`config.mk`:
```
export PLATFORM = sky130hd
export DESIGN_NAME = id_stage
export DESIGN_NICKNAME = d
export VERILOG_FILES = /design/src/rtl/id_pkg.sv /design/src/rtl/inst_decoder.sv /design/src/rtl/operand_forward.sv /design/src/rtl/branch_unit.sv /design/src/rtl/issue_reg.sv /design/src/rtl/id_stage.sv
export SDC_FILE = /design/constraint.sdc
export NUM_CORES = 1
export LEC_CHECK = 0
export BUFFER_PORTS_ARGS = -buffer_cell sky130_fd_sc_hd__clkbuf_2
export CORE_ASPECT_RATIO = 0.6
export CORE_MARGIN = 5
export CORE_UTILIZATION = 49
export DETAILED_ROUTE_END_ITERATION = 10
export PLACE_DENSITY = 0.8
export SKIP_LAST_GASP = 1
export SLEW_MARGIN = 30
export SYNTH_ARGS = -nofsm -noshare
export SYNTH_HDL_FRONTEND = slang
export SYNTH_HIERARCHICAL = 1
export SYNTH_SLANG_ARGS = --single-unit
```
`constraint.sdc`:
```
create_clock -name clk -period 6.2 [get_ports clk]
set_clock_uncertainty 0.15 [all_clocks]
set_input_delay 0.62 -clock clk [delete_from_list [all_inputs] [get_ports clk]]
set_output_delay 0.62 -clock clk [all_outputs]
set_load 0.01 [all_outputs]
```
`src/rtl/id_pkg.sv`:
```
package id_pkg;

	localparam int WORD_W     = 32;
	localparam int REG_ADDR_W = 5;

	localparam logic [REG_ADDR_W-1:0] LINK_REG = 5'd31;

	////////////////////////////////////////
	// Instruction encodings
	////////////////////////////////////////

	localparam logic [5:0] OPC_SPECIAL = 6'b000000;
	localparam logic [5:0] OPC_REGIMM  = 6'b000001;
	localparam logic [5:0] OPC_J       = 6'b000010;
	localparam logic [5:0] OPC_JAL     = 6'b000011;
	localparam logic [5:0] OPC_BEQ     = 6'b000100;
	localparam logic [5:0] OPC_BNE     = 6'b000101;
	localparam logic [5:0] OPC_BLEZ    = 6'b000110;
	localparam logic [5:0] OPC_BGTZ    = 6'b000111;
	localparam logic [5:0] OPC_ADDIU   = 6'b001001;
	localparam logic [5:0] OPC_SLTI    = 6'b001010;
	localparam logic [5:0] OPC_SLTIU   = 6'b001011;
	localparam logic [5:0] OPC_ANDI    = 6'b001100;
	localparam logic [5:0] OPC_ORI     = 6'b001101;
	localparam logic [5:0] OPC_XORI    = 6'b001110;
	localparam logic [5:0] OPC_LUI     = 6'b001111;

	// SPECIAL function field
	localparam logic [5:0] FN_SLL     = 6'b000000;
	localparam logic [5:0] FN_SRL     = 6'b000010;
	localparam logic [5:0] FN_SRA     = 6'b000011;
	localparam logic [5:0] FN_SLLV    = 6'b000100;
	localparam logic [5:0] FN_SRLV    = 6'b000110;
	localparam logic [5:0] FN_SRAV    = 6'b000111;
	localparam logic [5:0] FN_JR      = 6'b001000;
	localparam logic [5:0] FN_JALR    = 6'b001001;
	localparam logic [5:0] FN_SYSCALL = 6'b001100;
	localparam logic [5:0] FN_ADDU    = 6'b100001;
	localparam logic [5:0] FN_SUBU    = 6'b100011;
	localparam logic [5:0] FN_AND     = 6'b100100;
	localparam logic [5:0] FN_OR      = 6'b100101;
	localparam logic [5:0] FN_XOR     = 6'b100110;
	localparam logic [5:0] FN_NOR     = 6'b100111;
	localparam logic [5:0] FN_SLT     = 6'b101010;
	localparam logic [5:0] FN_SLTU    = 6'b101011;

	// REGIMM selectors in rt
	localparam logic [REG_ADDR_W-1:0] RT_BLTZ = 5'b00000;
	localparam logic [REG_ADDR_W-1:0] RT_BGEZ = 5'b00001;

	////////////////////////////////////////
	// Decoded codes
	////////////////////////////////////////

	typedef enum logic [2:0] {
		ALUSEL_LOGIC  = 3'b001,
		ALUSEL_SHIFT  = 3'b010,
		ALUSEL_ARITH  = 3'b100,
		ALUSEL_BRANCH = 3'b110,
		ALUSEL_TRAP   = 3'b111
	} alusel_e;

	typedef enum logic [7:0] {
		OP_SLL  = 8'h7c, OP_SRL  = 8'h02, OP_SRA  = 8'h03,
		OP_SLLV = 8'h04, OP_SRLV = 8'h06, OP_SRAV = 8'h07,
		OP_AND  = 8'h24, OP_OR   = 8'h25, OP_XOR  = 8'h26, OP_NOR = 8'h27,
		OP_ANDI = 8'h59, OP_ORI  = 8'h5a, OP_XORI = 8'h5b, OP_LUI = 8'h5c,
		OP_ADDU = 8'h21, OP_SUBU = 8'h23, OP_SLT  = 8'h2a, OP_SLTU = 8'h2b,
		OP_ADDIU = 8'h56, OP_SLTI = 8'h57, OP_SLTIU = 8'h58,
		OP_J    = 8'h4f, OP_JAL  = 8'h50, OP_JR   = 8'h08, OP_JALR = 8'h09,
		OP_BEQ  = 8'h51, OP_BNE  = 8'h52, OP_BLEZ = 8'h53, OP_BGTZ = 8'h54,
		OP_BLTZ = 8'h40, OP_BGEZ = 8'h41,
		OP_SYSCALL = 8'h0c
	} aluop_e;

	typedef enum logic [4:0] {
		EXC_NONE = 5'h00,
		EXC_SYS  = 5'h08,
		EXC_RI   = 5'h0a
	} exc_code_e;

	typedef enum logic [3:0] {
		BR_NONE, BR_J, BR_JAL, BR_JR, BR_JALR, BR_BEQ,
		BR_BNE, BR_BGTZ, BR_BLEZ, BR_BLTZ, BR_BGEZ
	} br_kind_e;

	////////////////////////////////////////
	// Records
	////////////////////////////////////////

	typedef struct packed {
		logic                  wreg;
		logic [REG_ADDR_W-1:0] wd;
		logic [WORD_W-1:0]     wdata;
	} wb_bypass_t;

	typedef struct packed {
		logic                  rd1_en;
		logic [REG_ADDR_W-1:0] rd1_addr;
		logic                  rd2_en;
		logic [REG_ADDR_W-1:0] rd2_addr;
	} rf_req_t;

	typedef struct packed {
		alusel_e               alusel;
		aluop_e                aluop;
		logic                  wreg;
		logic [REG_ADDR_W-1:0] wd;
		br_kind_e              br_kind;
		exc_code_e             exc_code;
	} ctrl_t;

	typedef struct packed {
		alusel_e               alusel;
		aluop_e                aluop;
		logic [WORD_W-1:0]     reg1;
		logic [WORD_W-1:0]     reg2;
		logic [REG_ADDR_W-1:0] wd;
		logic                  wreg;
		logic [WORD_W-1:0]     link_addr;
		logic                  in_delay;
		logic [WORD_W-1:0]     inst;
		exc_code_e             exc_code;
		logic [WORD_W-1:0]     exc_epc;
		logic [WORD_W-1:0]     exc_badvaddr;
	} issue_t;

	typedef struct packed {
		logic              flag;
		logic              next_delay;
		logic [WORD_W-1:0] addr;
	} branch_t;

endpackage

```
`src/rtl/inst_decoder.sv`:
```
module inst_decoder import id_pkg::*; (
	input  logic [WORD_W-1:0] inst_i,
	output ctrl_t             ctrl_o,
	output rf_req_t           rf_req_o,
	output logic [WORD_W-1:0] imm_o
);

	logic [5:0]            opcode;
	logic [5:0]            funct;
	logic [REG_ADDR_W-1:0] rs;
	logic [REG_ADDR_W-1:0] rt;
	logic [REG_ADDR_W-1:0] rd;
	logic [REG_ADDR_W-1:0] sa;
	logic [WORD_W-1:0]     imm_zx;
	logic [WORD_W-1:0]     imm_sx;
	logic [WORD_W-1:0]     imm_sa;
	aluop_e                op_dec;
	logic                  legal;

	assign opcode = inst_i[31:26];
	assign rs     = inst_i[25:21];
	assign rt     = inst_i[20:16];
	assign rd     = inst_i[15:11];
	assign sa     = inst_i[10:6];
	assign funct  = inst_i[5:0];

	assign imm_zx = {{(WORD_W-16){1'b0}}, inst_i[15:0]};
	assign imm_sx = {{(WORD_W-16){inst_i[15]}}, inst_i[15:0]};
	assign imm_sa = {{(WORD_W-REG_ADDR_W){1'b0}}, sa};

	////////////////////////////////////////
	// Instruction identification
	////////////////////////////////////////

	always_comb begin
		op_dec = OP_SLL;
		legal  = 1'b1;
		case (opcode)
			OPC_SPECIAL: begin
				case (funct)
					FN_AND:     op_dec = OP_AND;
					FN_OR:      op_dec = OP_OR;
					FN_XOR:     op_dec = OP_XOR;
					FN_NOR:     op_dec = OP_NOR;
					FN_SLL:     op_dec = OP_SLL;
					FN_SRL:     op_dec = OP_SRL;
					FN_SRA:     op_dec = OP_SRA;
					FN_SLLV:    op_dec = OP_SLLV;
					FN_SRLV:    op_dec = OP_SRLV;
					FN_SRAV:    op_dec = OP_SRAV;
					FN_ADDU:    op_dec = OP_ADDU;
					FN_SUBU:    op_dec = OP_SUBU;
					FN_SLT:     op_dec = OP_SLT;
					FN_SLTU:    op_dec = OP_SLTU;
					FN_JR:      op_dec = OP_JR;
					FN_JALR:    op_dec = OP_JALR;
					FN_SYSCALL: op_dec = OP_SYSCALL;
					default:    legal = 1'b0;
				endcase
			end
			OPC_REGIMM: begin
				case (rt)
					RT_BLTZ: op_dec = OP_BLTZ;
					RT_BGEZ: op_dec = OP_BGEZ;
					default: legal = 1'b0;
				endcase
			end
			OPC_J:     op_dec = OP_J;
			OPC_JAL:   op_dec = OP_JAL;
			OPC_BEQ:   op_dec = OP_BEQ;
			OPC_BNE:   op_dec = OP_BNE;
			OPC_BLEZ:  op_dec = OP_BLEZ;
			OPC_BGTZ:  op_dec = OP_BGTZ;
			OPC_ADDIU: op_dec = OP_ADDIU;
			OPC_SLTI:  op_dec = OP_SLTI;
			OPC_SLTIU: op_dec = OP_SLTIU;
			OPC_ANDI:  op_dec = OP_ANDI;
			OPC_ORI:   op_dec = OP_ORI;
			OPC_XORI:  op_dec = OP_XORI;
			OPC_LUI:   op_dec = OP_LUI;
			default:   legal = 1'b0;
		endcase
	end

	////////////////////////////////////////
	// Control record and register reads
	////////////////////////////////////////

	always_comb begin
		ctrl_o          = '0;
		ctrl_o.alusel   = ALUSEL_SHIFT;
		ctrl_o.aluop    = op_dec;
		ctrl_o.br_kind  = BR_NONE;
		ctrl_o.exc_code = EXC_NONE;
		rf_req_o        = '0;
		imm_o           = '0;
		if (!legal) begin
			// Reserved instruction turns into a NOP
			ctrl_o.exc_code = EXC_RI;
		end else begin
			case (op_dec)
				OP_AND, OP_OR, OP_XOR, OP_NOR, OP_ANDI, OP_ORI, OP_XORI, OP_LUI:
					ctrl_o.alusel = ALUSEL_LOGIC;
				OP_SLL, OP_SRL, OP_SRA, OP_SLLV, OP_SRLV, OP_SRAV:
					ctrl_o.alusel = ALUSEL_SHIFT;
				OP_ADDU, OP_SUBU, OP_SLT, OP_SLTU, OP_ADDIU, OP_SLTI, OP_SLTIU:
					ctrl_o.alusel = ALUSEL_ARITH;
				OP_SYSCALL:
					ctrl_o.alusel = ALUSEL_TRAP;
				default:
					ctrl_o.alusel = ALUSEL_BRANCH;
			endcase

			case (op_dec)
				OP_J:    ctrl_o.br_kind = BR_J;
				OP_JAL:  ctrl_o.br_kind = BR_JAL;
				OP_JR:   ctrl_o.br_kind = BR_JR;
				OP_JALR: ctrl_o.br_kind = BR_JALR;
				OP_BEQ:  ctrl_o.br_kind = BR_BEQ;
				OP_BNE:  ctrl_o.br_kind = BR_BNE;
				OP_BGTZ: ctrl_o.br_kind = BR_BGTZ;
				OP_BLEZ: ctrl_o.br_kind = BR_BLEZ;
				OP_BLTZ: ctrl_o.br_kind = BR_BLTZ;
				OP_BGEZ: ctrl_o.br_kind = BR_BGEZ;
				default: ctrl_o.br_kind = BR_NONE;
			endcase

			case (op_dec)
				// rd <- rs op rt
				OP_AND, OP_OR, OP_XOR, OP_NOR, OP_ADDU, OP_SUBU, OP_SLT, OP_SLTU: begin
					ctrl_o.wreg       = 1'b1;
					ctrl_o.wd         = rd;
					rf_req_o.rd1_en   = 1'b1;
					rf_req_o.rd1_addr = rs;
					rf_req_o.rd2_en   = 1'b1;
					rf_req_o.rd2_addr = rt;
				end
				// Shift amount goes out as operand 2
				OP_SLL, OP_SRL, OP_SRA: begin
					ctrl_o.wreg       = 1'b1;
					ctrl_o.wd         = rd;
					rf_req_o.rd1_en   = 1'b1;
					rf_req_o.rd1_addr = rt;
					imm_o             = imm_sa;
				end
				OP_SLLV, OP_SRLV, OP_SRAV: begin
					ctrl_o.wreg       = 1'b1;
					ctrl_o.wd         = rd;
					rf_req_o.rd1_en   = 1'b1;
					rf_req_o.rd1_addr = rt;
					rf_req_o.rd2_en   = 1'b1;
					rf_req_o.rd2_addr = rs;
				end
				OP_ANDI, OP_ORI, OP_XORI, OP_ADDIU, OP_SLTI, OP_SLTIU: begin
					ctrl_o.wreg       = 1'b1;
					ctrl_o.wd         = rt;
					rf_req_o.rd1_en   = 1'b1;
					rf_req_o.rd1_addr = rs;
					imm_o = (op_dec inside {OP_ANDI, OP_ORI, OP_XORI}) ? imm_zx : imm_sx;
				end
				OP_LUI: begin
					ctrl_o.wreg = 1'b1;
					ctrl_o.wd   = rt;
					imm_o       = imm_zx;
				end
				OP_JAL: begin
					ctrl_o.wreg = 1'b1;
					ctrl_o.wd   = LINK_REG;
				end
				OP_JALR: begin
					ctrl_o.wreg       = 1'b1;
					ctrl_o.wd         = rd;
					rf_req_o.rd1_en   = 1'b1;
					rf_req_o.rd1_addr = rs;
				end
				OP_JR, OP_BGTZ, OP_BLEZ, OP_BLTZ, OP_BGEZ: begin
					rf_req_o.rd1_en   = 1'b1;
					rf_req_o.rd1_addr = rs;
				end
				OP_BEQ, OP_BNE: begin
					rf_req_o.rd1_en   = 1'b1;
					rf_req_o.rd1_addr = rs;
					rf_req_o.rd2_en   = 1'b1;
					rf_req_o.rd2_addr = rt;
				end
				OP_SYSCALL:
					ctrl_o.exc_code = EXC_SYS;
				default:
					ctrl_o.wreg = 1'b0;
			endcase
		end
	end

endmodule

```
`src/rtl/operand_forward.sv`:
```
module operand_forward import id_pkg::*; (
	input  logic                  rd_en_i,
	input  logic [REG_ADDR_W-1:0] rd_addr_i,
	input  logic [WORD_W-1:0]     rf_data_i,
	input  logic [WORD_W-1:0]     imm_i,
	input  wb_bypass_t            ex_byp_i,
	input  wb_bypass_t            mem_byp_i,
	output logic [WORD_W-1:0]     operand_o
);

	logic ex_hit;
	logic mem_hit;

	assign ex_hit  = ex_byp_i.wreg && (ex_byp_i.wd == rd_addr_i);
	assign mem_hit = mem_byp_i.wreg && (mem_byp_i.wd == rd_addr_i);

	// Youngest result wins
	always_comb begin
		if (!rd_en_i)
			operand_o = imm_i;
		else if (ex_hit)
			operand_o = ex_byp_i.wdata;
		else if (mem_hit)
			operand_o = mem_byp_i.wdata;
		else
			operand_o = rf_data_i;
	end

endmodule

```
`src/rtl/branch_unit.sv`:
```
module branch_unit import id_pkg::*; (
	input  br_kind_e          kind_i,
	input  logic [WORD_W-1:0] pc_i,
	input  logic [WORD_W-1:0] inst_i,
	input  logic [WORD_W-1:0] reg1_i,
	input  logic [WORD_W-1:0] reg2_i,
	output branch_t           branch_o,
	output logic [WORD_W-1:0] link_addr_o
);

	logic [WORD_W-1:0] pc_plus4;
	logic [WORD_W-1:0] pc_plus8;
	logic [WORD_W-1:0] jump_target;
	logic [WORD_W-1:0] rel_target;
	logic [WORD_W-1:0] target;
	logic              taken;

	assign pc_plus4 = pc_i + WORD_W'(4);
	assign pc_plus8 = pc_i + WORD_W'(8);

	// Region jump keeps the top nibble of the delay slot address
	assign jump_target = {pc_plus4[WORD_W-1:WORD_W-4], inst_i[25:0], 2'b00};
	assign rel_target  = pc_plus4 + {{(WORD_W-18){inst_i[15]}}, inst_i[15:0], 2'b00};

	always_comb begin
		target = rel_target;
		case (kind_i)
			BR_J, BR_JAL: begin
				taken  = 1'b1;
				target = jump_target;
			end
			BR_JR, BR_JALR: begin
				taken  = 1'b1;
				target = reg1_i;
			end
			BR_BEQ:  taken = (reg1_i == reg2_i);
			BR_BNE:  taken = (reg1_i != reg2_i);
			BR_BGTZ: taken = !reg1_i[WORD_W-1] && (reg1_i != '0);
			BR_BLEZ: taken = reg1_i[WORD_W-1] || (reg1_i == '0);
			BR_BLTZ: taken = reg1_i[WORD_W-1];
			BR_BGEZ: taken = !reg1_i[WORD_W-1];
			default: taken = 1'b0;
		endcase
	end

	always_comb begin
		branch_o.flag       = taken;
		branch_o.next_delay = (kind_i != BR_NONE);
		branch_o.addr       = taken ? target : '0;
		if (kind_i == BR_JAL || kind_i == BR_JALR)
			link_addr_o = pc_plus8;
		else
			link_addr_o = '0;
	end

endmodule

```
`src/rtl/issue_reg.sv`:
```
module issue_reg import id_pkg::*; (
	input  logic              clk,
	input  logic              rst_n_i,
	input  logic              valid_i,
	input  ctrl_t             ctrl_i,
	input  logic [WORD_W-1:0] pc_i,
	input  logic [WORD_W-1:0] inst_i,
	input  logic              in_delay_i,
	input  logic [WORD_W-1:0] reg1_i,
	input  logic [WORD_W-1:0] reg2_i,
	input  logic [WORD_W-1:0] link_addr_i,
	input  branch_t           branch_i,
	output logic              issue_valid_o,
	output issue_t            issue_o,
	output branch_t           branch_o
);

	issue_t issue_d;

	always_comb begin
		issue_d.alusel    = ctrl_i.alusel;
		issue_d.aluop     = ctrl_i.aluop;
		issue_d.reg1      = reg1_i;
		issue_d.reg2      = reg2_i;
		issue_d.wd        = ctrl_i.wd;
		issue_d.wreg      = ctrl_i.wreg;
		issue_d.link_addr = link_addr_i;
		issue_d.in_delay  = in_delay_i;
		issue_d.inst      = inst_i;
		issue_d.exc_code  = ctrl_i.exc_code;
		// Delay slot faults restart at the branch
		issue_d.exc_epc   = in_delay_i ? (pc_i - WORD_W'(4)) : pc_i;
		issue_d.exc_badvaddr = (ctrl_i.exc_code == EXC_RI) ? inst_i : '0;
	end

	////////////////////////////////////////
	// Stage register
	////////////////////////////////////////

	always_ff @(posedge clk) begin
		if (!rst_n_i) begin
			issue_valid_o <= 1'b0;
			issue_o       <= '0;
			branch_o      <= '0;
		end else begin
			issue_valid_o <= valid_i;
			// Hold the last bundle between strobes
			if (valid_i) begin
				issue_o  <= issue_d;
				branch_o <= branch_i;
			end
		end
	end

endmodule

```
`src/rtl/id_stage.sv`:
```
module id_stage import id_pkg::*; (
	input  logic              clk,
	input  logic              rst_n_i,
	input  logic              inst_valid_i,
	input  logic [WORD_W-1:0] pc_i,
	input  logic [WORD_W-1:0] inst_i,
	input  logic              in_delay_i,
	input  logic [WORD_W-1:0] rf_data1_i,
	input  logic [WORD_W-1:0] rf_data2_i,
	input  wb_bypass_t        ex_byp_i,
	input  wb_bypass_t        mem_byp_i,
	output rf_req_t           rf_req_o,
	output logic              issue_valid_o,
	output issue_t            issue_o,
	output branch_t           branch_o
);

	ctrl_t             dec_ctrl;
	logic [WORD_W-1:0] dec_imm;
	logic [WORD_W-1:0] reg1;
	logic [WORD_W-1:0] reg2;
	logic [WORD_W-1:0] link_addr;
	branch_t           br_res;

	inst_decoder u_decoder (
		.inst_i   (inst_i),
		.ctrl_o   (dec_ctrl),
		.rf_req_o (rf_req_o),
		.imm_o    (dec_imm)
	);

	////////////////////////////////////////
	// Operand bypass
	////////////////////////////////////////

	operand_forward u_fwd1 (
		.rd_en_i   (rf_req_o.rd1_en),
		.rd_addr_i (rf_req_o.rd1_addr),
		.rf_data_i (rf_data1_i),
		.imm_i     (dec_imm),
		.ex_byp_i  (ex_byp_i),
		.mem_byp_i (mem_byp_i),
		.operand_o (reg1)
	);

	operand_forward u_fwd2 (
		.rd_en_i   (rf_req_o.rd2_en),
		.rd_addr_i (rf_req_o.rd2_addr),
		.rf_data_i (rf_data2_i),
		.imm_i     (dec_imm),
		.ex_byp_i  (ex_byp_i),
		.mem_byp_i (mem_byp_i),
		.operand_o (reg2)
	);

	// Branches resolve on forwarded operands
	branch_unit u_branch (
		.kind_i      (dec_ctrl.br_kind),
		.pc_i        (pc_i),
		.inst_i      (inst_i),
		.reg1_i      (reg1),
		.reg2_i      (reg2),
		.branch_o    (br_res),
		.link_addr_o (link_addr)
	);

	issue_reg u_issue (
		.clk           (clk),
		.rst_n_i       (rst_n_i),
		.valid_i       (inst_valid_i),
		.ctrl_i        (dec_ctrl),
		.pc_i          (pc_i),
		.inst_i        (inst_i),
		.in_delay_i    (in_delay_i),
		.reg1_i        (reg1),
		.reg2_i        (reg2),
		.link_addr_i   (link_addr),
		.branch_i      (br_res),
		.issue_valid_o (issue_valid_o),
		.issue_o       (issue_o),
		.branch_o      (branch_o)
	);

endmodule

```
==> summary.txt <==
Critical path
  – Reg2reg end: u_issue/issue_o[18]
  – Worst R2R Start: u_issue/issue_o[18]
  – Worst endpoint data arrival time: 6370 ps
  – R2R Setup Slk: 5280 ps
  – Crit path capture type: register
  – Critical path's slowest cell: or4_4
  – R2R depth: 3
  – Crit path largest cell delay: 550 ps
  – Critical path peak fanout: 12
  – Critical path type: in2reg
  – CP Data Required Time: 6550 ps
  – Most used cell, CP: buf_4
  – CP Launch Type: primary input

Clock tree
  – Worst-Skew Late Latency: 560 ps
  – TritonCTS Buffers: 26
  – Clock sink count: 250
  – Clk buf depth: 3
  – CTS Hold Bufs: 0
  – Clock root buffer: clkbuf_16
  – Worst-path clk slew: 70 ps
  – H-tree levels: 1
  – CTS tree: built

Power and ir drop
  – PwrDens: 204 mW/mm^2
  – Total chip power: 4.51 mW
  – Peak supply drop: 189 uV
  – Pleak: 10.1 nW

Floorplanning
  – Core area: 0.0349 sq mm
  – DIE WIDTH: 253 microns
  – I/O Pins: 470
  – Die height: 156 microns
  – Rows: 53
  – Die area: 0.0393 sq mm
  – Initial cell density of the core: 0.496

Hold path
  – Hold Startpoint: pc_i[1]
  – Hold Path End: u_issue/issue_o[33]
  – Hold/Removal Path Class: in2reg
  – Hold Path Depth: 3

Finish
  – Register area: 0.00500 sq mm
  – Area of the multi-input gates: 0.0111 sq mm
  – Final net count: 2913
  – Post-route cell area: 0.0221 sq mm
  – Share of layout cells above drive strength 1: 0.308
  – Layout fillers: 3032
  – Fin cells: 3154
  – Synth-to-layout area growth: 27.6%
  – ANT cells: 0

Routing
  – Residual DRC count: 0
  – DR iter-0 viols: 2026
  – DRT Pass-1 Iters: 7
  – DR WL/cell: 22.9 microns
  – WL final: 72300 microns
  – Vias: 18900
  – DRT antenna net count: 0
  – Vias per cell: 5.98

STA
  – Slew Limit Fails: 0
  – Final setup vio count: 0
  – WHS: 218 ps
  – Slew HR: 0.399
  – Slew @ Worst Pin: 901 ps
  – Final period util: 0.971
  – Min Tclk post-route: 6020 ps
  – Hold Fails Final Rpt: 0
  – Setup TNS: 0 ps
  – Fmax achieved: 166 MHz

Global route
  – Largest net degree at the start of global routing: 141
  – Total track usage: 0.339
  – Remaining Overflow, GRT: 0
  – Met2 GRT Util: 0.509
  – First-pass GRT wire length: 106000 microns
  – Grt met1 use: 0.487
  – Vias in the first global route: 17400
  – Antenna violations before repair: 0
  – Top Usage Layer GRT: met2
  – Global-route track usage on met3: 0.0755

Place
  – Hpwl dp: 55700 microns
  – PortBufs: 469
  – DP Area: 0.0210 sq mm
  – Placed insts: 3098
  – GPL Wtd Cong: 1.03

Synthesis
  – Mapped Area: 0.0173 sq mm
  – Post-Syn Area per Cell: 8.17 sq um
  – Yosys Warn Count: 6
  – Synth Register Bits: 250
  – Cells after Synth: 2120
  – Synth Flop Type: dfxtp_1
  – Fraction of registers with async set/reset: 0
  – Post-synthesis sequential area ratio: 0.289
  – Number of synthesized flops with an enable pin: 0
  – Count of unique library cells instantiated by Yosys: 91

Status
  – Outcome: completed

Run
  – Max-cap violations: 0
[synth_stat cells (16+ instances only)]
cell type	number	share of area
nor4_1	27	0.0098
nand3_1	77	0.022
nor3_1	18	0.0052
nor2_1	260	0.056
buf_2	20	0.0058
buf_4	23	0.010
o221ai_2	36	0.031
dfxtp_1	250	0.29
clkbuf_1	90	0.020
a21oi_1	105	0.030
buf_1	17	0.0037
o22ai_1	35	0.013
nor2b_1	36	0.013
o21ai_0	61	0.018
o31ai_1	16	0.0069
a22oi_1	21	0.0091
and2_1	43	0.016
and3_1	30	0.011
a31oi_1	46	0.017
inv_1	95	0.021
xnor2_1	46	0.023
nand4_1	25	0.0090
ha_1	36	0.026
xor2_1	87	0.044
nand2_1	102	0.022
nand2b_1	43	0.016
mux2i_1	226	0.13
o21ai_1	22	0.0064
or3_1	18	0.0065
[per-layer routing]
metal | vias up | wire length [microns]
met3 | 169 | 7260
li1 | 8660 | -
met2 | 1014 | 31300
met4 | 0 | 2730
met1 | 9031 | 31000
met5 | - | 0
[timing repair]
action,CTS,global route
setup endpoints to repair,0,31
buffers inserted,0,8
resized for setup,0,14
endpoints found under the hold margin,0,0
[per-stage QoR]
step	utilization	setup WS [ps]
2_1_floorplan	-	217
3_3_place_gp	0.602	-204
3_5_place_dp	0.602	-344
4_1_cts	0.628	219
5_1_grt	0.633	-41.8
6_report	0.633	181
[logic make-up (layout without fill, tap and decap cells)]
kind of cell	after synthesis	after routing	share of synthesized area
XOR/XNOR	133	133	0.0672
adder cells (fa/ha/maj)	37	37	0.0272
buffers and inverters	266	830	0.0756
AO/OA/AOI/OAI	462	462	0.190
other	1	4	0.000216
multiplexers	226	226	0.131
flip-flops	250	250	0.289
AND/OR/NAND/NOR	745	745	0.220
[flip-flops by register name, summed over array words and instances (netlist names)]
register / flops
u_issue/issue_o: 215
u_issue/branch_o: 34
u_issue/issue_valid_o: 1
[worst max-delay path: cells and delay by family]
family | cells | cell delay (ps)
AOI/OAI and AO/OA | 8 | 1690
xor gates and xnor gates | 2 | 320
buffers and inverters | 8 | 1180
muxes | 2 | 380
and+or+nand+nor | 8 | 2150
[report_power, final]
group	switching, mW	internal [mW]	total [mW]
Sequential	0.0335	1.66	1.70
Combinational	0.657	0.433	1.09
Clock	0.727	0.993	1.72
[how the worst max path moves through the flow]
stage	from	endpoint	slack [ps]
5_1_grt	inst_i[28]	u_issue/branch_o[28]	-40
3_5_place_dp	inst_i[28]	u_issue/branch_o[28]	-340
4_1_cts	inst_i[28]	u_issue/branch_o[28]	220
3_3_place_gp	inst_i[28]	u_issue/branch_o[28]	-200
2_1_floorplan	inst_i[1]	u_issue/branch_o[28]	220
6_report	inst_i[28]	u_issue/branch_o[30]	180
[cell usage in the layout (no fill, tap or decap), drive strengths merged, types with 5 or more instances in the layout]
| master | Yosys | routed |
|---|---|---|
| o211ai | 11 | 11 |
| a32oi | 5 | 5 |
| a22oi | 21 | 21 |
| and3 | 32 | 32 |
| nand2b | 45 | 45 |
| xnor2 | 46 | 46 |
| and2 | 45 | 45 |
| nand2 | 103 | 103 |
| buf | 77 | 218 |
| clkbuf | 93 | 506 |
| a221oi | 8 | 8 |
| and3b | 5 | 5 |
| inv | 95 | 97 |
| nor2b | 36 | 36 |
| a22o | 10 | 10 |
| xor2 | 87 | 87 |
| nor2 | 261 | 261 |
| a211oi | 17 | 17 |
| nor4 | 30 | 30 |
| or4 | 19 | 19 |
| a21o | 15 | 15 |
| a31oi | 46 | 46 |
| o21ai | 91 | 91 |
| nand3 | 77 | 77 |
| or2 | 8 | 8 |
| a21oi | 105 | 105 |
| or3 | 18 | 18 |
| ha | 36 | 36 |
| nor3 | 19 | 19 |
| o221ai | 40 | 40 |
| nand4 | 26 | 26 |
| mux2i | 226 | 226 |
| o21a | 7 | 7 |
| a221o | 7 | 7 |
| o22ai | 35 | 35 |
| o31ai | 16 | 16 |
| dfxtp | 250 | 250 |
[cell type report]
cell class	instances	area share
multi-input combinational	1607	0.503
sequential	250	0.226
timing repair buffer	687	0.186
clock buffer	37	0.0350
tap	467	0.0264
inverter	96	0.0165
clock inverter	10	0.00628
Power figures use the tool's default switching activity.
